### src/source/ser_settings.svh
// ##########################################################
// Flow serializer settings
// Widths, FIFO depth and flit order shared by every block
// ##########################################################

`ifndef SER_SETTINGS_SVH
`define SER_SETTINGS_SVH

// Width of one push word, the wide side of the serializer
`define SER_PUSH_WIDTH 32

// Width of one pop flit, the narrow side
`define SER_POP_WIDTH 8

// Number of pop flits cut from one push word
`define SER_RATIO 4

// Holds a flit index from 0 to SER_RATIO - 1 and the don't-care count
`define SER_CNT_WIDTH 2

// Sideband metadata, copied untouched onto every pop flit
`define SER_META_WIDTH 3

// Buffer depth in whole push words
`define SER_FIFO_DEPTH 4

// 1 sends the most significant flit first, 0 the least significant
`define SER_MSB_FIRST 1

`endif
### src/source/ser_pkg.sv
// ##########################################################
// Flow serializer package
// Flit structs, monitor status and serializer FSM states
// ##########################################################

`include "ser_settings.svh"

package ser_pkg;

  // One wide push word as it travels from the push port to the serializer
  // The don't-care count only matters on the final word of a packet
  typedef struct packed {
    // Payload, cut into SER_RATIO flits on the pop side
    logic [`SER_PUSH_WIDTH-1:0] data;
    // Marks the final word of a packet
    logic last;
    // Number of trailing flits to drop from a last word
    logic [`SER_CNT_WIDTH-1:0] dont_care_count;
    // Sideband field, not serialized
    logic [`SER_META_WIDTH-1:0] metadata;
  } push_flit_t;

  // One narrow flit on the pop port
  typedef struct packed {
    // Slice of the push word picked by the flit index
    logic [`SER_POP_WIDTH-1:0] data;
    // High only on the final counted flit of a last word
    logic last;
    // Same metadata as the push word it came from
    logic [`SER_META_WIDTH-1:0] metadata;
  } pop_flit_t;

  // Sticky violation flags and a saturating count of bad cycles
  // Everything here stays set until reset
  typedef struct packed {
    // A stalled push word changed, or valid dropped before transfer
    logic unstable_payload;
    // A valid non-last word carried a nonzero don't-care count
    logic dont_care_not_last;
    // Cycles with at least one violation, held at 255 once reached
    logic [7:0] violation_count;
  } mon_status_t;

  // Serializer FSM
  // The idle state waits on flit 0 of the head word, the sending state
  // is used once at least one flit of that word has gone out
  typedef enum logic {
    ser_idle,
    ser_sending
  } ser_state_e;

endpackage

### src/source/serializer_top.sv
// ##########################################################
// Serializer top level
// Skid buffer, FIFO and serializer in a line from the push
// port to the pop port, with a monitor on the push port
// ##########################################################

`timescale 1ns/10ps

module serializer_top (
  input  logic                   clk,
  input  logic                   rst_n,
  input  logic                   push_valid,
  input  ser_pkg::push_flit_t    push,
  output logic                   push_ready,
  output logic                   pop_valid,
  output ser_pkg::pop_flit_t     pop,
  input  logic                   pop_ready,
  output ser_pkg::mon_status_t   status
);

  // Skid buffer to FIFO
  logic                skid_valid;
  logic                skid_ready;
  ser_pkg::push_flit_t skid;

  // FIFO to serializer
  logic                head_valid;
  logic                head_ready;
  ser_pkg::push_flit_t head;

  push_skid_buffer u_skid (
    .clk        (clk),
    .rst_n      (rst_n),
    .push_valid (push_valid),
    .push       (push),
    .push_ready (push_ready),
    .skid_valid (skid_valid),
    .skid       (skid),
    .skid_ready (skid_ready)
  );

  flit_fifo u_fifo (
    .clk        (clk),
    .rst_n      (rst_n),
    .skid_valid (skid_valid),
    .skid       (skid),
    .skid_ready (skid_ready),
    .head_valid (head_valid),
    .head       (head),
    .head_ready (head_ready)
  );

  flow_serializer u_ser (
    .clk        (clk),
    .rst_n      (rst_n),
    .head_valid (head_valid),
    .head       (head),
    .head_ready (head_ready),
    .pop_valid  (pop_valid),
    .pop        (pop),
    .pop_ready  (pop_ready)
  );

  // Sees the same push port as the skid buffer
  push_protocol_monitor u_mon (
    .clk        (clk),
    .rst_n      (rst_n),
    .push_valid (push_valid),
    .push_ready (push_ready),
    .push       (push),
    .status     (status)
  );

endmodule

### src/source/push_protocol_monitor.sv
// ##########################################################
// Push protocol monitor
// Watches the top push port for payload stability and
// don't-care count misuse, latching sticky status bits
// ##########################################################

`timescale 1ns/10ps

module push_protocol_monitor (
  input  logic                   clk,
  input  logic                   rst_n,
  input  logic                   push_valid,
  input  logic                   push_ready,
  input  ser_pkg::push_flit_t    push,
  output ser_pkg::mon_status_t   status
);

  // Last cycle's view of the push port
  logic                prev_valid;
  logic                prev_ready;
  ser_pkg::push_flit_t prev_push;

  ser_pkg::mon_status_t status_q;

  logic stalled;
  logic unstable_now;
  logic dont_care_now;
  logic any_violation;

  // A word was offered last cycle and not taken
  assign stalled = prev_valid & ~prev_ready;

  // A stalled word must come back with valid high and identical fields
  assign unstable_now = stalled & (~push_valid | (push != prev_push));

  // Only a last word may drop flits
  assign dont_care_now = push_valid & ~push.last & (push.dont_care_count != '0);

  assign any_violation = unstable_now | dont_care_now;

  always_ff @(posedge clk or negedge rst_n) begin
    if (!rst_n) begin
      prev_valid <= 1'b0;
      prev_ready <= 1'b0;
    end else begin
      prev_valid <= push_valid;
      prev_ready <= push_ready;
    end
  end

  always_ff @(posedge clk) begin
    prev_push <= push;
  end

  // Flags are sticky, the counter holds at its top value
  always_ff @(posedge clk or negedge rst_n) begin
    if (!rst_n) begin
      status_q <= '0;
    end else begin
      if (unstable_now) begin
        status_q.unstable_payload <= 1'b1;
      end
      if (dont_care_now) begin
        status_q.dont_care_not_last <= 1'b1;
      end
      if (any_violation && !(&status_q.violation_count)) begin
        status_q.violation_count <= status_q.violation_count + 1'b1;
      end
    end
  end

  assign status = status_q;

endmodule

### src/source/flow_serializer.sv
// ##########################################################
// Flow serializer
// Cuts each buffered push word into narrow pop flits, drops
// don't-care flits of a last word and copies the metadata
// ##########################################################

`timescale 1ns/10ps

`include "ser_settings.svh"

module flow_serializer (
  input  logic                   clk,
  input  logic                   rst_n,
  input  logic                   head_valid,
  input  ser_pkg::push_flit_t    head,
  output logic                   head_ready,
  output logic                   pop_valid,
  output ser_pkg::pop_flit_t     pop,
  input  logic                   pop_ready
);

  // Index of the final flit of a full word
  localparam logic [`SER_CNT_WIDTH-1:0] max_idx = `SER_CNT_WIDTH'(`SER_RATIO - 1);

  ser_pkg::ser_state_e state;
  ser_pkg::ser_state_e state_next;

  logic [`SER_CNT_WIDTH-1:0] idx;
  logic [`SER_CNT_WIDTH-1:0] idx_next;
  logic [`SER_CNT_WIDTH-1:0] care_max;
  logic [`SER_CNT_WIDTH-1:0] sel;
  logic                      pop_xfer;
  logic                      last_flit;

  // A last word stops early by its don't-care count, other words send all flits
  assign care_max = head.last ? (max_idx - head.dont_care_count) : max_idx;

  assign last_flit = (idx == care_max);

  // The pop side is valid whenever a head word is waiting
  assign pop_valid = head_valid;
  assign pop_xfer  = head_valid & pop_ready;

  // The head word is released only as its final counted flit leaves
  assign head_ready = pop_xfer & last_flit;

  // Slice position within the word, reversed for most significant first
  always_comb begin
    if (`SER_MSB_FIRST) begin
      sel = max_idx - idx;
    end else begin
      sel = idx;
    end
  end

  always_comb begin
    pop.data     = head.data[sel * `SER_POP_WIDTH +: `SER_POP_WIDTH];
    pop.last     = head.last & last_flit;
    pop.metadata = head.metadata;
  end

  always_comb begin
    state_next = state;
    idx_next   = idx;
    case (state)
      ser_pkg::ser_idle: begin
        if (pop_xfer && !last_flit) begin
          // First flit of a multi-flit word has gone
          idx_next   = idx + 1'b1;
          state_next = ser_pkg::ser_sending;
        end
      end
      ser_pkg::ser_sending: begin
        if (pop_xfer) begin
          if (last_flit) begin
            idx_next   = '0;
            state_next = ser_pkg::ser_idle;
          end else begin
            idx_next = idx + 1'b1;
          end
        end
      end
      default: begin
        idx_next   = '0;
        state_next = ser_pkg::ser_idle;
      end
    endcase
  end

  always_ff @(posedge clk or negedge rst_n) begin
    if (!rst_n) begin
      state <= ser_pkg::ser_idle;
      idx   <= '0;
    end else begin
      state <= state_next;
      idx   <= idx_next;
    end
  end

endmodule

### src/source/flit_fifo.sv
// ##########################################################
// Flit FIFO
// Circular buffer of whole push words between the skid
// buffer and the serializer, one write and one read a cycle
// ##########################################################

`timescale 1ns/10ps

`include "ser_settings.svh"

module flit_fifo (
  input  logic                   clk,
  input  logic                   rst_n,
  input  logic                   skid_valid,
  input  ser_pkg::push_flit_t    skid,
  output logic                   skid_ready,
  output logic                   head_valid,
  output ser_pkg::push_flit_t    head,
  input  logic                   head_ready
);

  localparam int ptr_width = $clog2(`SER_FIFO_DEPTH);
  localparam int cnt_width = $clog2(`SER_FIFO_DEPTH + 1);

  // Highest slot index, where the pointers wrap back to zero
  localparam logic [ptr_width-1:0] last_slot = ptr_width'(`SER_FIFO_DEPTH - 1);
  localparam logic [cnt_width-1:0] full_count = cnt_width'(`SER_FIFO_DEPTH);

  ser_pkg::push_flit_t mem [`SER_FIFO_DEPTH];

  logic [ptr_width-1:0] wr_ptr;
  logic [ptr_width-1:0] rd_ptr;
  logic [cnt_width-1:0] count;
  logic                 wr_en;
  logic                 rd_en;

  // Full and empty both come straight from the occupancy count
  assign skid_ready = (count != full_count);
  assign head_valid = (count != '0);

  assign wr_en = skid_valid & skid_ready;
  assign rd_en = head_valid & head_ready;

  // Head is read from storage, so a write shows up a cycle later
  assign head = mem[rd_ptr];

  always_ff @(posedge clk) begin
    if (wr_en) begin
      mem[wr_ptr] <= skid;
    end
  end

  always_ff @(posedge clk or negedge rst_n) begin
    if (!rst_n) begin
      wr_ptr <= '0;
      rd_ptr <= '0;
      count  <= '0;
    end else begin
      if (wr_en) begin
        wr_ptr <= (wr_ptr == last_slot) ? '0 : wr_ptr + 1'b1;
      end
      if (rd_en) begin
        rd_ptr <= (rd_ptr == last_slot) ? '0 : rd_ptr + 1'b1;
      end
      // A write and a read in the same cycle leave the count alone
      case ({wr_en, rd_en})
        2'b10:   count <= count + 1'b1;
        2'b01:   count <= count - 1'b1;
        default: count <= count;
      endcase
    end
  end

endmodule

### src/source/push_skid_buffer.sv
// ##########################################################
// Push skid buffer
// Takes push words at full rate behind a registered ready,
// holding one extra word in a skid register on a stall
// ##########################################################

`timescale 1ns/10ps

module push_skid_buffer (
  input  logic                   clk,
  input  logic                   rst_n,
  input  logic                   push_valid,
  input  ser_pkg::push_flit_t    push,
  output logic                   push_ready,
  output logic                   skid_valid,
  output ser_pkg::push_flit_t    skid,
  input  logic                   skid_ready
);

  // Main register feeds the output, skid register catches overflow
  ser_pkg::push_flit_t main_q;
  ser_pkg::push_flit_t skid_q;
  logic                main_valid;
  logic                skid_full;
  logic                ready_q;
  logic                push_xfer;
  logic                main_free;

  assign push_xfer = push_valid & ready_q;

  // The main register can load when it is empty or being drained now
  assign main_free = ~main_valid | skid_ready;

  // Control state
  // Ready only looks at the next skid occupancy, never at push_valid,
  // so it drops exactly when both entries hold a word
  always_ff @(posedge clk or negedge rst_n) begin
    if (!rst_n) begin
      main_valid <= 1'b0;
      skid_full  <= 1'b0;
      ready_q    <= 1'b0;
    end else begin
      if (main_free) begin
        // A parked word always goes out before a new one
        main_valid <= skid_full | push_xfer;
        skid_full  <= 1'b0;
        ready_q    <= 1'b1;
      end else if (push_xfer) begin
        // Output stalled, park the new word in the skid entry
        skid_full <= 1'b1;
        ready_q   <= 1'b0;
      end else begin
        ready_q <= ~skid_full;
      end
    end
  end

  // Payload registers follow the same choice as the control above
  always_ff @(posedge clk) begin
    if (main_free) begin
      if (skid_full) begin
        main_q <= skid_q;
      end else if (push_xfer) begin
        main_q <= push;
      end
    end else if (push_xfer) begin
      skid_q <= push;
    end
  end

  assign push_ready = ready_q;
  assign skid_valid = main_valid;
  assign skid       = main_q;

endmodule

### config.mk
export PLATFORM = sky130hd
export DESIGN_NAME = serializer_top
export DESIGN_NICKNAME = d
export VERILOG_FILES = /design/src/source/ser_pkg.sv /design/src/source/serializer_top.sv /design/src/source/push_protocol_monitor.sv /design/src/source/flow_serializer.sv /design/src/source/flit_fifo.sv /design/src/source/push_skid_buffer.sv
export VERILOG_INCLUDE_DIRS = /design/src /design/src/source
export SDC_FILE = /design/constraint.sdc
export NUM_CORES = 1
export LEC_CHECK = 0
export BUFFER_PORTS_ARGS = -buffer_cell sky130_fd_sc_hd__buf_2
export CAP_MARGIN = 20
export CORE_MARGIN = 8
export CORE_UTILIZATION = 60
export DETAILED_ROUTE_END_ITERATION = 16
export PLACE_DENSITY = 0.79
export SLEW_MARGIN = 20
export SYNTH_ARGS = -nofsm -noshare
export SYNTH_HDL_FRONTEND = slang
export SYNTH_SLANG_ARGS = --single-unit
### constraint.sdc
create_clock -name clk -period 4.7 [get_ports clk]
set_clock_uncertainty 0.2 [all_clocks]
set_input_delay 0.235 -clock clk [delete_from_list [all_inputs] [get_ports clk]]
set_output_delay 0.235 -clock clk [all_outputs]
set_load 0.01 [all_outputs]
==> qor.json, run 1 <==
{
  "yosys": {
    "synth_edf_count": 228,
    "ys.flop_type": "sky130_fd_sc_hd__edfxtp_1",
    "yosysUniqueCellTypes": 45,
    "synth_area_um2": 10800,
    "synth_sequential_area_ratio_pct": 75.9,
    "yosys_synthesis_warning_count": 0,
    "synth_area_per_cell_um2": 20.4,
    "proportion_of_synthesized_flip_flops_having_asynchronous_set_or_reset_pct": 8.59,
    "postSynthNetCount": 581,
    "cells_after_synth": 531,
    "postSynthRegisterBits": 291
  },
  "drt": {
    "first_iter_violations": 418,
    "route.detailed.vias_per_inst": 5.85,
    "drc": 0,
    "routed-via-count": 5322,
    "postRouteAntennaNets": 0,
    "routedWlPerCell_um": 23.9,
    "drt_pass1_iterations": 5,
    "drt-total-wl_mm": 21.7
  },
  "sta": {
    "min_period_over_period_pct": 76.4,
    "timing.hold.ws_ns": 0.0481,
    "worst-slew-pin-transition_ns": 0.951,
    "final-max-slew-violation-count": 0,
    "finalWorstPathRequiredPeriod_ns": 3.59,
    "slew_headroom_pct": 36.4,
    "post-route-worst-setup-slack_ns": 1.11,
    "finalHoldViolations": 0,
    "maxClockFrequency_mhz": 278,
    "setup_tns_ns": 0,
    "setup_viol_count_final": 0,
    "setup_repair_after_global_routing_missed_its_margin": "no"
  },
  "clock_tree": {
    "tritoncts.num_buffers": 26,
    "cts_htree_levels": 1,
    "post_cts_resized": 0,
    "number_of_sinks_on_the_clock_net": 291,
    "ctsLongestPathBuffers": 3,
    "tritoncts_clock_tree": "yes",
    "worst_skew_pair.late_latency_ns": 0.54,
    "clockRootBuffer": "sky130_fd_sc_hd__clkbuf_16",
    "cts_post_setup_buffers_inserted": 0,
    "path_clk_slew_ns": 0.07,
    "ctsHoldBuffers": 41
  },
  "die": {
    "die_w_um": 150,
    "coreArea_um2": 17800,
    "die_height_um": 150,
    "floorplan.initialDensity_pct": 60.8,
    "row_count": 49,
    "die_area_um2": 22600,
    "top_level_ports": 66
  },
  "layout": {
    "flow.area_growth_from_synthesis_pct": 17.1,
    "finish.utilization_pct": 71.2,
    "instances_no_fill": 909,
    "finalNetCount": 709,
    "fill_cells": 981,
    "stdcell_area_um2": 12700,
    "post_route_cells_drive_above_1_share_pct": 31.5
  },
  "grt": {
    "grt_first_pass_wirelength_mm": 33.2,
    "overflow": 0,
    "antenna_found_initial": 1,
    "grt_start_max_net_pins": 39,
    "track_usage_pct": 19.7,
    "number_of_global_route_vias_before_repair": 5702
  },
  "power": {
    "peakVddDrop_mv": 0.340,
    "leakagePower_nw": 4.40,
    "design_power_total_mw": 7.62,
    "power.density_cell_area_nw_per_um2": 600
  },
  "outcome": {
    "run_status": "completed"
  },
  "placed_design": {
    "dpl_cell_area_um2": 11500,
    "dp_cells": 818,
    "finalWeightedCongestion": 0.780,
    "io_buffer_count": 65,
    "hpwlAfterDp_mm": 12.0,
    "place_ws_ns": 1.25
  },
  "critical_path": {
    "worst_r2r_path_depth": 12,
    "critPathRequiredTime_ns": 4.94,
    "critical_path.endpoint_type": "flop",
    "setup.worst_path.start_class": "flop",
    "crit_path_cell_trace": "mux4_2 > xnor2_1 > o22ai_1 > a32oi_2 > or2_4 > inv_1 > ha_1 > inv_1 > fa_1 > xor2_1 > nor2_1 > xor2_1",
    "crit_path_max_fanout": 13,
    "r2r_start": "u_fifo.rd_ptr[0]$_DFFE_PN0P_",
    "critPathKind": "reg -> reg",
    "worst_path_largest_cell_delay_ns": 0.62,
    "cp.arrival_ns": 3.83,
    "reg2reg_setup_slack_ns": 1.11,
    "crit_path_top_delay_cell": "sky130_fd_sc_hd__mux4_2",
    "timing.rr.end": "u_fifo.count[2]$_DFFE_PN0P_"
  },
  "hold_path": {
    "worstHoldPathType": "in -> async"
  },
  "flow_run": {
    "cap_viol_max_count": 0
  }
}
-- final cells by class --
type | instances | area [um2] | area share, %
Multi-Input combinational cell | 215 | 2520 | 19.9
Antenna cell | 1 | 2.50 | 0.0197
Inverter | 10 | 37.5 | 0.296
Sequential cell | 291 | 8230 | 64.9
Clock buffer | 38 | 736 | 5.79
Clock inverter | 10 | 61.3 | 0.483
Timing Repair Buffer | 115 | 816 | 6.43
Tap cell | 229 | 287 | 2.26
-- critical path: cells and delay by family, from the launching register on --
kind	cells	cell delay, ns
compound gates	2	0.36
xor+xnor	3	0.47
fa+ha+maj	2	0.64
buf+inv	2	0.16
flops	1	0.60
mux	1	0.62
simple gates	2	0.46
-- metal layers --
metal | vias up | share of wire [%] | GRT usage (%)
met5 | - | 0 | 0
met3 | 37 | 5.7 | 3.40
met1 | 2746 | 40 | 25.6
met4 | 0 | 2.1 | 5.80
li1 | 2350 | - | -
met2 | 189 | 52 | 33.6
-- state kept, by name, indices dropped and copies added, names as in the netlist, named ones only --
| signal | flops |
|---|---|
| u_mon.status | 10 |
| u_mon.prev_valid | 1 |
| u_mon.prev_ready | 1 |
| u_fifo.rd_ptr | 2 |
| u_fifo.mem | 152 |
| u_mon.prev_push | 38 |
| u_fifo.count | 3 |
| u_skid.skid_valid | 1 |
| u_skid.skid_q | 38 |
| u_fifo.wr_ptr | 2 |
| u_ser.idx | 2 |
| u_skid.skid | 38 |
| u_skid.push_ready | 1 |
| u_skid.skid_full | 1 |
-- worst max-delay path by stage --
stage | start | to | slack, ns | depth (start not counted)
finish | u_fifo.rd_ptr[0]$_DFFE_PN0P_ | u_fifo.count[2]$_DFFE_PN0P_ | 1.11 | 12
global route | u_fifo.rd_ptr[0]$_DFFE_PN0P_ | u_fifo.count[2]$_DFFE_PN0P_ | 0.89 | 12
CTS | u_fifo.rd_ptr[0]$_DFFE_PN0P_ | pop[9] | 1.24 | 4
detailed placement | u_fifo.rd_ptr[0]$_DFFE_PN0P_ | u_fifo.count[2]$_DFFE_PN0P_ | 1.25 | 12
global placement | u_fifo.rd_ptr[0]$_DFFE_PN0P_ | u_fifo.count[2]$_DFFE_PN0P_ | 1.37 | 12
floorplan | u_skid.skid_full$_DFFE_PN0P_ | u_skid.skid[0]$_DFFE_PP_ | 0.92 | 4
-- report_power, final --
part           leakage, nW  switching (mW)  internal (mW)
Clock                0.401           0.886           1.09
Combinational         1.28           0.907          0.887
Sequential            2.72           0.390           3.46
-- cells in the final DEF, fill, tap and decap left out, types with 2 or more instances in the layout --
cell	n
sky130_fd_sc_hd__edfxtp_1	228
sky130_fd_sc_hd__buf_2	65
sky130_fd_sc_hd__mux4_2	46
sky130_fd_sc_hd__xnor2_1	44
sky130_fd_sc_hd__mux2_2	43
sky130_fd_sc_hd__dlygate4sd3_1	41
sky130_fd_sc_hd__dfxtp_1	38
sky130_fd_sc_hd__clkbuf_16	26
sky130_fd_sc_hd__dfrtp_1	24
sky130_fd_sc_hd__nand4_1	11
sky130_fd_sc_hd__inv_1	10
sky130_fd_sc_hd__clkinv_2	9
sky130_fd_sc_hd__nor2_1	8
sky130_fd_sc_hd__clkbuf_1	8
sky130_fd_sc_hd__buf_4	8
sky130_fd_sc_hd__ha_1	7
sky130_fd_sc_hd__nand2_1	6
sky130_fd_sc_hd__and3_1	5
sky130_fd_sc_hd__clkbuf_8	4
sky130_fd_sc_hd__nand3_1	3
sky130_fd_sc_hd__o211ai_1	3
sky130_fd_sc_hd__o21ai_0	3
sky130_fd_sc_hd__or3_1	2
sky130_fd_sc_hd__nand2b_1	2
sky130_fd_sc_hd__and2_1	2
sky130_fd_sc_hd__a21oi_1	2
sky130_fd_sc_hd__nor4_1	2
sky130_fd_sc_hd__o2111ai_1	2
sky130_fd_sc_hd__xor2_1	2
sky130_fd_sc_hd__mux2_4	2
sky130_fd_sc_hd__a22o_1	2
sky130_fd_sc_hd__or2_2	2
-- cell usage after synthesis, types with 3 or more instances --
library cell               number  area [um2]
sky130_fd_sc_hd__inv_1         10        37.5
sky130_fd_sc_hd__nand4_1       11        68.8
sky130_fd_sc_hd__nor2_1         9        33.8
sky130_fd_sc_hd__mux4_2        46        1040
sky130_fd_sc_hd__clkbuf_1       8        30.0
sky130_fd_sc_hd__buf_2          3        15.0
sky130_fd_sc_hd__o21ai_0        3        15.0
sky130_fd_sc_hd__edfxtp_1     228        6850
sky130_fd_sc_hd__xnor2_1       44         385
sky130_fd_sc_hd__dfxtp_1       38         761
sky130_fd_sc_hd__dfrtp_1       25         626
sky130_fd_sc_hd__o211ai_1       3        22.5
sky130_fd_sc_hd__nand3_1        3        15.0
sky130_fd_sc_hd__nand2_1        6        22.5
sky130_fd_sc_hd__and3_1         5        31.3
sky130_fd_sc_hd__mux2_2        43         484
sky130_fd_sc_hd__ha_1           7        87.6
-- logic make-up after synthesis --
logic type | after synthesis | share of synthesized area (%)
and+or+nand+nor | 48 | 2.45
xor gates and xnor gates | 46 | 3.72
buffers and inverters | 25 | 1.00
DFF | 291 | 75.9
muxes | 92 | 14.4
adders and majority gates | 8 | 0.992
AOI/OAI and AO/OA | 21 | 1.51
Power figures use the tool's default switching activity.
==> run 2: changes to the inputs <==
ABC_AREA = 1   (was not set)
CORE_UTILIZATION = 54   (was 60)
PLACE_DENSITY = 0.75   (was 0.79)
clock period = 2.9 ns   (was 4.7 ns; I/O delays follow)
==> run 2 against run 1 <==
Net effect: total power is 66% higher; critical path depth is 5 lower; global-route usage is 2.4 points lower; register-to-register slack worse by 0.90 ns; clock power is 69% higher; worst hold slack better by 0.042 ns; area after synthesis is 3.6% higher; sequential cell count stayed put; synthesized cell count is 79% higher; largest cell class unchanged; largest power group unchanged.
==> qor.json, run 2 <==
{
  "yosys": {
    "cells_after_synth": {"value": 952, "change": "was 531"},
    "synth_area": {"value": 11200, "unit": "um2", "change": "was 10,800 um2"},
    "synthTopCellsByCount": {"value": "sky130_fd_sc_hd__edfxtp_1, sky130_fd_sc_hd__nand2_1, sky130_fd_sc_hd__nor2_1", "change": "was sky130_fd_sc_hd__edfxtp_1, sky130_fd_sc_hd__mux4_2, sky130_fd_sc_hd__xnor2_1"},
    "yosysUniqueCellTypes": {"value": 31, "change": "was 45"},
    "ys.flop_type": {"value": "sky130_fd_sc_hd__edfxtp_1", "change": "unchanged"},
    "synth.top_cell.area_share": {"value": 61.0, "unit": "%", "change": "was 63.2%"},
    "synth_sequential_area_ratio": {"value": 73.3, "unit": "%", "change": "was 75.9%"},
    "yosys_synthesis_warning_count": {"value": 0, "change": "unchanged"},
    "proportion_of_synthesized_flip_flops_having_asynchronous_set_or_reset": {"value": 8.59, "unit": "%", "change": "unchanged"},
    "synth_area_per_cell": {"value": 11.8, "unit": "um2", "change": "was 20.4 um2"},
    "synth_edf_count": {"value": 228, "change": "unchanged"},
    "postSynthRegisterBits": {"value": 291, "change": "unchanged"},
    "synth_top_cell_by_area": {"value": "sky130_fd_sc_hd__edfxtp_1", "change": "unchanged"},
    "postSynthNetCount": {"value": 1002, "change": "was 581"},
    "synth_top_cells_by_area": {"value": "sky130_fd_sc_hd__edfxtp_1, sky130_fd_sc_hd__nand2_1, sky130_fd_sc_hd__dfxtp_1", "change": "was sky130_fd_sc_hd__edfxtp_1, sky130_fd_sc_hd__mux4_2, sky130_fd_sc_hd__dfxtp_1"},
    "synthMostInstantiatedCell": {"value": "sky130_fd_sc_hd__edfxtp_1", "change": "unchanged"}
  },
  "critical_path": {
    "crit_path_max_fanout": {"value": 62, "change": "was 13"},
    "setup.worst_path.start_class": {"value": "flop", "change": "unchanged"},
    "cp.arrival": {"value": 2.42, "unit": "ns", "change": "was 3.83 ns"},
    "critPathKind": {"value": "reg -> out", "change": "was reg -> reg"},
    "critPathRequiredTime": {"value": 2.56, "unit": "ns", "change": "was 4.94 ns"},
    "critical_path.endpoint_type": {"value": "output port", "change": "was flop"},
    "worst_r2r_path_depth": {"value": 15, "change": "was 12"}
  },
  "placed_design": {
    "finalWeightedCongestion": {"value": 0.817, "change": "was 0.780"},
    "io_buffer_count": {"value": 65, "change": "unchanged"},
    "place_ws": {"value": 0.0668, "unit": "ns", "change": "was 1.25 ns"},
    "dpl_cell_area": {"value": 11900, "unit": "um2", "change": "was 11,500 um2"},
    "hpwlAfterDp": {"value": 13.9, "unit": "mm", "change": "was 12.0 mm"}
  },
  "sta": {
    "maxClockFrequency_mhz": 362,
    "setup_viol_count_final": {"value": 0, "change": "unchanged"},
    "finalWorstPathRequiredPeriod_ns": 2.76,
    "worst-slew-pin-transition": {"value": 0.795, "unit": "ns", "change": "was 0.951 ns"},
    "post-route-worst-setup-slack": {"value": 0.137, "unit": "ns", "change": "was 1.11 ns"},
    "finalHoldViolations": {"value": 0, "change": "unchanged"},
    "setup_tns": {"value": 0, "unit": "ns", "change": "unchanged"},
    "setup_repair_after_global_routing_missed_its_margin": {"value": "no", "change": "unchanged"},
    "final-max-slew-violation-count": {"value": 0, "change": "unchanged"},
    "slew_headroom": {"value": 46.8, "unit": "%", "change": "was 36.4%"},
    "min_period_over_period_pct": 95.3
  },
  "die": {
    "row_count": {"value": 52, "change": "was 49"},
    "coreArea": {"value": 20300, "unit": "um2", "change": "was 17,800 um2"},
    "die_area": {"value": 25700, "unit": "um2", "change": "was 22,600 um2"},
    "floorplan.initialDensity": {"value": 55.3, "unit": "%", "change": "was 60.8%"},
    "top_level_ports": {"value": 66, "change": "unchanged"},
    "die_height": {"value": 160, "unit": "um", "change": "was 150 um"},
    "die_w": {"value": 160, "unit": "um", "change": "was 150 um"}
  },
  "clock_tree": {
    "cts_htree_levels": {"value": 1, "change": "unchanged"},
    "path_clk_slew": {"value": 0.06, "unit": "ns", "change": "was 0.07 ns"},
    "worst_skew_pair.late_latency": {"value": 0.52, "unit": "ns", "change": "was 0.54 ns"},
    "tritoncts.num_buffers": {"value": 28, "change": "was 26"},
    "ctsLongestPathBuffers": {"value": 3, "change": "unchanged"},
    "tritoncts_clock_tree": {"value": "yes", "change": "unchanged"},
    "number_of_sinks_on_the_clock_net": {"value": 291, "change": "unchanged"},
    "clockRootBuffer": {"value": "sky130_fd_sc_hd__clkbuf_16", "change": "unchanged"}
  },
  "layout": {
    "layout_commonest_cell": {"value": "sky130_fd_sc_hd__edfxtp_1", "change": "unchanged"},
    "total_inserted_antenna_cells": {"value": 0, "change": "was 1"},
    "largest_register_ffs": {"value": 152, "change": "unchanged"},
    "finalNetCount": {"value": 1129, "change": "was 709"},
    "registers.top_by_ff_count": {"value": "u_fifo.mem", "change": "unchanged"},
    "post_route_cells_drive_above_1_share": {"value": 12.8, "unit": "%", "change": "was 31.5%"},
    "fill_cells": {"value": 1458, "change": "was 981"},
    "stdcell_area": {"value": 13300, "unit": "um2", "change": "was 12,700 um2"},
    "flow.area_growth_from_synthesis": {"value": 18.1, "unit": "%", "change": "was 17.1%"},
    "layout_common_cells": {"value": "sky130_fd_sc_hd__edfxtp_1, sky130_fd_sc_hd__nand2_1, sky130_fd_sc_hd__o21ai_0", "change": "was sky130_fd_sc_hd__edfxtp_1, sky130_fd_sc_hd__buf_2, sky130_fd_sc_hd__mux4_2"}
  },
  "power": {
    "peakVddDrop": {"value": 0.554, "unit": "mV", "change": "was 0.340 mV"},
    "power.density_cell_area": {"value": 955, "unit": "nW/um2", "change": "was 600 nW/um2"},
    "design_power_total": {"value": 12.7, "unit": "mW", "change": "was 7.62 mW"},
    "leakagePower": {"value": 5.18, "unit": "nW", "change": "was 4.40 nW"}
  },
  "flow_run": {
    "cap_viol_max_count": {"value": 0, "change": "unchanged"}
  },
  "drt": {
    "first_iter_violations": {"value": 584, "change": "was 418"},
    "dr.max_layer_used": {"value": "met4", "change": "unchanged"},
    "met3_length": {"value": 1.42, "unit": "mm", "change": "was 1.24 mm"},
    "drc": {"value": 0, "change": "unchanged"},
    "postRouteAntennaNets": {"value": 0, "change": "unchanged"},
    "drt_pass1_iterations": {"value": 5, "change": "unchanged"},
    "routedWlPerCell": {"value": 16.5, "unit": "um", "change": "was 23.9 um"},
    "dr_wl_met2": {"value": 10.9, "unit": "mm", "change": "was 11.3 mm"},
    "routed_metal_1_wire_length": {"value": 9.78, "unit": "mm", "change": "was 8.75 mm"},
    "route.detailed.vias_per_inst": {"value": 5.22, "change": "was 5.85"},
    "drt-total-wl": {"value": 22.7, "unit": "mm", "change": "was 21.7 mm"},
    "routed-via-count": {"value": 7160, "change": "was 5,322"}
  },
  "grt": {
    "antenna_found_initial": {"value": 0, "change": "was 1"},
    "track_usage": {"value": 17.3, "unit": "%", "change": "was 19.7%"},
    "number_of_global_route_vias_before_repair": {"value": 7180, "change": "was 5,702"},
    "overflow": {"value": 0, "change": "unchanged"},
    "grt_first_pass_wirelength": {"value": 36.1, "unit": "mm", "change": "was 33.2 mm"},
    "grt_start_max_net_pins": {"value": 65, "change": "was 39"}
  },
  "outcome": {
    "run_status": {"value": "completed", "change": "unchanged"}
  },
  "hold_path": {
    "worstHoldPathType": {"value": "in -> reg", "change": "was in -> async"},
    "holdPathStages": 2
  }
}
run 2: worst paths after layout:
| path | to | from | slack [ns] |
|---|---|---|---|
| worst max-delay path | pop[11] | u_fifo.rd_ptr[0]$_DFFE_PN0P_ | 0.14 |
| worst min-delay path | u_mon.prev_push[25]$_DFF_P_ | push[25] | 0.09 |
| worst max register to register | u_fifo.count[2]$_DFFE_PN0P_ | u_fifo.rd_ptr[0]$_DFFE_PN0P_ | 0.21 |
| worst min register to register | u_mon.prev_ready$_DFF_PN0_ | u_skid.push_ready$_DFF_PN0_ | 0.24 |
| max in group asynchronous | u_fifo.rd_ptr[0]$_DFFE_PN0P_ | rst_n | 1.90 |
| min in group asynchronous | u_fifo.wr_ptr[0]$_DFFE_PN0P_ | rst_n | 0.43 |
run 2: logic make-up (layout without fill, tap and decap cells):
| group | after synthesis | after routing | synth area share (%) |
|---|---|---|---|
| flops | 291 | 291 | 73.3 |
| buf+inv | 115 | 264 | 3.96 |
| simple gates | 368 | 368 | 13.0 |
| compound gates | 151 | 151 | 7.22 |
| xor+xnor | 19 | 19 | 1.55 |
| fa+ha+maj | 8 | 8 | 0.958 |
run 2: area by class of cell:
class	count	area, um2	share of cell area (%)
Multi-Input combinational cell	546	2590	19.5
Sequential cell	291	8230	62.1
Clock inverter	11	53.8	0.406
Inverter	83	314	2.37
Timing Repair Buffer	129	923	6.96
Tap cell	270	338	2.55
Clock buffer	41	811	6.11
run 2: critical path, stage by stage (launching register included):
cell and delay, ns:
sky130_fd_sc_hd__dfrtp_2 0.40, sky130_fd_sc_hd__buf_4 0.12, sky130_fd_sc_hd__buf_4 0.47, sky130_fd_sc_hd__o21ai_0 0.18, sky130_fd_sc_hd__o22ai_1 0.24, sky130_fd_sc_hd__nand2_1 0.10, sky130_fd_sc_hd__nand4_1 0.19, sky130_fd_sc_hd__buf_2 0.16
run 2: where the power goes:
| group | internal (mW) | leakage (nW) | switching [mW] |
|---|---|---|---|
| sequential | 5.67 | 2.73 | 0.420 |
| combinational | 1.03 | 2.03 | 2.20 |
| clock | 1.93 | 0.421 | 1.42 |
run 2: metal layers:
metal  vias up  global-route usage [%]
li1       3506                       -
met1      3378                    21.9
met2       235                    29.3
met3        41                    2.88
met4         0                    6.88
met5         -                       0
run 2: timing repair:
| item | in CTS | in global routing |
|---|---|---|
| setup buffers | 0 | 4 |
| hold buffers | 43 | 0 |
| endpoints found under the hold margin | 149 | 0 |
| endpoints found under the setup margin | 0 | 1 |
| resized for setup | 0 | 4 |
run 2: metrics by stage:
step	hold WS [ns]	cells	utilization, %
after floorplan	-0.351	952	-
after global placement	-0.00274	1272	58.7
after detailed placement	0.00351	1272	58.7
after CTS	0.0593	1367	65.2
after global routing	0.0788	1371	65.3
final	0.0900	1371	65.3
==> run 3: changes to the inputs <==
CORE_UTILIZATION = 35   (was 54)
PLACE_DENSITY = not set   (was 0.75)
==> run 3 against run 2 <==
Net effect: global-route usage shrank 5.1 points; worst hold slack got worse by 0.015 ns; sequential power is essentially flat; combinational power grew 2%; clock power up 9.0%; register-to-register slack improved by 0.03 ns; largest cell class unchanged; utilization shrank 22 points; non-clock buffer count fell by 1; sequential share of layout area fell by 1.2 points; fmax grew 1.5%.
==> qor.json, run 3 (synthesis results as in run 2) <==
{
  "layout": {
    "largest_register_ffs": {"value": 152, "change": "unchanged"},
    "registers.top_by_ff_count": {"value": "u_fifo.mem", "change": "unchanged"},
    "total_inserted_antenna_cells": {"value": 0, "change": "unchanged"},
    "instances_no_fill": {"value": 1503, "change": "was 1,371"},
    "flow.area_growth_from_synthesis": {"value": 20.5, "unit": "%", "change": "was 18.1%"},
    "layout_commonest_cell": {"value": "sky130_fd_sc_hd__edfxtp_1", "change": "unchanged"},
    "stdcell_area": {"value": 13500, "unit": "um2", "change": "was 13,300 um2"},
    "post_route_cells_drive_above_1_share": {"value": 13.5, "unit": "%", "change": "was 12.8%"},
    "finalNetCount": {"value": 1129, "change": "unchanged"},
    "finish.utilization": {"value": 42.9, "unit": "%", "change": "was 65.3%"},
    "layout_common_cells": {"value": "sky130_fd_sc_hd__edfxtp_1, sky130_fd_sc_hd__nand2_1, sky130_fd_sc_hd__o21ai_0", "change": "unchanged"}
  },
  "placed_design": {
    "place_ws": {"value": 0.116, "unit": "ns", "change": "was 0.0668 ns"},
    "hpwlAfterDp": {"value": 14.9, "unit": "mm", "change": "was 13.9 mm"},
    "io_buffer_count": {"value": 65, "change": "unchanged"},
    "dp_cells": {"value": 1406, "change": "was 1,272"},
    "finalWeightedCongestion": {"value": 0.781, "change": "was 0.817"},
    "dpl_cell_area": {"value": 12100, "unit": "um2", "change": "was 11,900 um2"}
  },
  "critical_path": {
    "crit_path_top_delay_cell": {"value": "sky130_fd_sc_hd__dfrtp_2", "change": "was sky130_fd_sc_hd__buf_4"},
    "critical_path.endpoint_type": {"value": "output port", "change": "unchanged"},
    "path_common_cell": {"value": "sky130_fd_sc_hd__buf_6", "change": "was sky130_fd_sc_hd__buf_4"},
    "crit_family": {"value": "buffers and inverters", "change": "unchanged"},
    "critPathKind": {"value": "reg -> out", "change": "unchanged"},
    "crit_buf_inv": {"value": 3, "change": "unchanged"},
    "critPathRequiredTime": {"value": 2.56, "unit": "ns", "change": "about the same"},
    "worst_path_largest_cell_delay": {"value": 0.41, "unit": "ns", "change": "was 0.47 ns"},
    "setup.worst_path.start_class": {"value": "flop", "change": "unchanged"},
    "crit_path_max_fanout": {"value": 56, "change": "was 62"},
    "r2r_start": {"value": "u_fifo.rd_ptr[0]$_DFFE_PN0P_", "change": "unchanged"},
    "cp.arrival": {"value": 2.38, "unit": "ns", "change": "was 2.42 ns"},
    "setup.worst_path.start": {"value": "u_fifo.rd_ptr[0]$_DFFE_PN0P_", "change": "unchanged"},
    "crit_path_cell_trace": {"value": "buf_6 > buf_6 > o21ai_0 > o22ai_1 > nand2_1 > nand4_1 > buf_2", "change": "was buf_4 > buf_4 > o21ai_0 > o22ai_1 > nand2_1 > nand4_1 > buf_2"}
  },
  "sta": {
    "finalHoldViolations": {"value": 0, "change": "unchanged"},
    "min_period_over_period": {"value": 93.8, "unit": "%", "change": "was 95.3%"},
    "post-route-worst-setup-slack": {"value": 0.179, "unit": "ns", "change": "was 0.137 ns"},
    "setup_tns": {"value": 0, "unit": "ns", "change": "unchanged"},
    "setup_repair_after_global_routing_missed_its_margin": {"value": "no", "change": "unchanged"},
    "maxClockFrequency": {"value": 367, "unit": "MHz", "change": "was 362 MHz"},
    "final-max-slew-violation-count": {"value": 0, "change": "unchanged"},
    "finalWorstPathRequiredPeriod": {"value": 2.72, "unit": "ns", "change": "was 2.76 ns"},
    "setup_viol_count_final": {"value": 0, "change": "unchanged"},
    "worst-slew-pin-transition": {"value": 0.738, "unit": "ns", "change": "was 0.795 ns"},
    "timing.hold.ws": {"value": 0.0746, "unit": "ns", "change": "was 0.0900 ns"},
    "slew_headroom": {"value": 50.6, "unit": "%", "change": "was 46.8%"}
  },
  "drt": {
    "routed-via-count": {"value": 7026, "change": "was 7,160"},
    "route.detailed.vias_per_inst": {"value": 4.67, "change": "was 5.22"},
    "drt_pass1_iterations": {"value": 5, "change": "unchanged"},
    "drc": {"value": 0, "change": "unchanged"},
    "drt-total-wl": {"value": 23.4, "unit": "mm", "change": "was 22.7 mm"},
    "postRouteAntennaNets": {"value": 0, "change": "unchanged"},
    "first_iter_violations": {"value": 432, "change": "was 584"},
    "routedWlPerCell": {"value": 15.6, "unit": "um", "change": "was 16.5 um"}
  },
  "power": {
    "leakagePower": {"value": 5.22, "unit": "nW", "change": "was 5.18 nW"},
    "power.density_cell_area": {"value": 963, "unit": "nW/um2", "change": "was 955 nW/um2"},
    "design_power_total": {"value": 13.0, "unit": "mW", "change": "was 12.7 mW"},
    "peakVddDrop": {"value": 0.471, "unit": "mV", "change": "was 0.554 mV"}
  },
  "grt": {
    "grt_first_pass_wirelength": {"value": 37.6, "unit": "mm", "change": "was 36.1 mm"},
    "track_usage": {"value": 12.2, "unit": "%", "change": "was 17.3%"},
    "grt_start_max_net_pins": {"value": 65, "change": "unchanged"},
    "number_of_global_route_vias_before_repair": {"value": 6971, "change": "was 7,180"},
    "overflow": {"value": 0, "change": "unchanged"},
    "antenna_found_initial": {"value": 0, "change": "unchanged"}
  },
  "clock_tree": {
    "number_of_sinks_on_the_clock_net": {"value": 291, "change": "unchanged"},
    "cts_htree_levels": {"value": 1, "change": "unchanged"},
    "tritoncts_clock_tree": {"value": "yes", "change": "unchanged"},
    "clockRootBuffer": {"value": "sky130_fd_sc_hd__clkbuf_16", "change": "unchanged"},
    "ctsLongestPathBuffers": {"value": 3, "change": "unchanged"},
    "tritoncts.num_buffers": {"value": 29, "change": "was 28"},
    "worst_skew_pair.late_latency": {"value": 0.54, "unit": "ns", "change": "was 0.52 ns"},
    "path_clk_slew": {"value": 0.06, "unit": "ns", "change": "about the same"}
  },
  "die": {
    "die_height": {"value": 195, "unit": "um", "change": "was 160 um"},
    "die_w": {"value": 195, "unit": "um", "change": "was 160 um"},
    "row_count": {"value": 65, "change": "was 52"},
    "die_area": {"value": 38100, "unit": "um2", "change": "was 25,700 um2"},
    "floorplan.initialDensity": {"value": 35.6, "unit": "%", "change": "was 55.3%"},
    "top_level_ports": {"value": 66, "change": "unchanged"},
    "coreArea": {"value": 31600, "unit": "um2", "change": "was 20,300 um2"}
  },
  "hold_path": {
    "worst_hold_startpoint": {"value": "push[25]", "change": "unchanged"},
    "worstHoldPathType": {"value": "in -> reg", "change": "unchanged"}
  },
  "flow_run": {
    "cap_viol_max_count": {"value": 0, "change": "unchanged"}
  },
  "outcome": {
    "run_status": {"value": "completed", "change": "unchanged"}
  }
}
run 3: cell count changes in the layout (fill, tap and decap cells not counted), moves of 2 or more:
cell                        previous run  this run
sky130_fd_sc_hd__buf_4                21        17
sky130_fd_sc_hd__clkinv_2              3         8
sky130_fd_sc_hd__inv_6                 0         2
sky130_fd_sc_hd__clkinv_1              7         5
sky130_fd_sc_hd__bufinv_16             0         3
sky130_fd_sc_hd__clkbuf_1              8         5
sky130_fd_sc_hd__buf_6                 0         2
sky130_fd_sc_hd__clkbuf_8              4         1
run 3: report_power, final:
| part | total (mW) | internal (mW) | switching [mW] |
|---|---|---|---|
| Combinational | 3.31 | 1.04 | 2.27 |
| Clock | 3.65 | 2.13 | 1.52 |
| Sequential | 6.06 | 5.67 | 0.392 |
run 3: timing repair:
action,CTS,global route
setup endpoints to repair,0,9
setup buffers,0,1
resized for setup,0,9
hold endpoints to repair,147,0
hold buffers,43,0
run 3: area by class of cell:
type                    count  area (um2)
clock buffers              35         758
clock inverters            18         178
fillers                  2902       18000
inverters                  83         317
multi-input cells         546        2600
flip-flops and latches    291        8240
well taps                 402         503
repair buffers            128         936
run 3: path summary, 6_finish.rpt:
kind / to / cells past startpoint / slack (ns)
setup / recovery: pop[5] / 7 / 0.18
max in group asynchronous: u_skid.skid_full$_DFFE_PN0P_ / 4 / 1.90
setup reg to reg: u_fifo.count[2]$_DFFE_PN0P_ / 15 / 0.24
min in group asynchronous: u_fifo.wr_ptr[0]$_DFFE_PN0P_ / 4 / 0.43
hold / removal: u_mon.prev_push[25]$_DFF_P_ / 2 / 0.07
hold reg to reg: u_mon.prev_ready$_DFF_PN0_ / 0 / 0.22
run 3: worst register-to-register path, cell delays in order (launching register included):
cell	delay (ns)
sky130_fd_sc_hd__dfrtp_2	0.44
sky130_fd_sc_hd__buf_6	0.16
sky130_fd_sc_hd__nor2_2	0.11
sky130_fd_sc_hd__nor2_1	0.05
sky130_fd_sc_hd__o21ai_1	0.06
sky130_fd_sc_hd__o21ai_1	0.07
sky130_fd_sc_hd__nand2_1	0.09
sky130_fd_sc_hd__xor2_2	0.19
sky130_fd_sc_hd__nand3_2	0.12
sky130_fd_sc_hd__inv_2	0.08
sky130_fd_sc_hd__ha_1	0.13
sky130_fd_sc_hd__inv_1	0.08
sky130_fd_sc_hd__fa_2	0.41
sky130_fd_sc_hd__a21oi_2	0.13
sky130_fd_sc_hd__o21ai_1	0.08
sky130_fd_sc_hd__xor2_1	0.14
run 3: metal layers:
metal	vias up	track usage [%]	part of all wire (%)	wire, um
met5	-	0	0	0
met2	159	19.6	46	10800
met1	3328	16.8	47	11000
li1	3508	-	-	-
met4	0	3.96	2.2	512
met3	31	1.98	4.5	1050
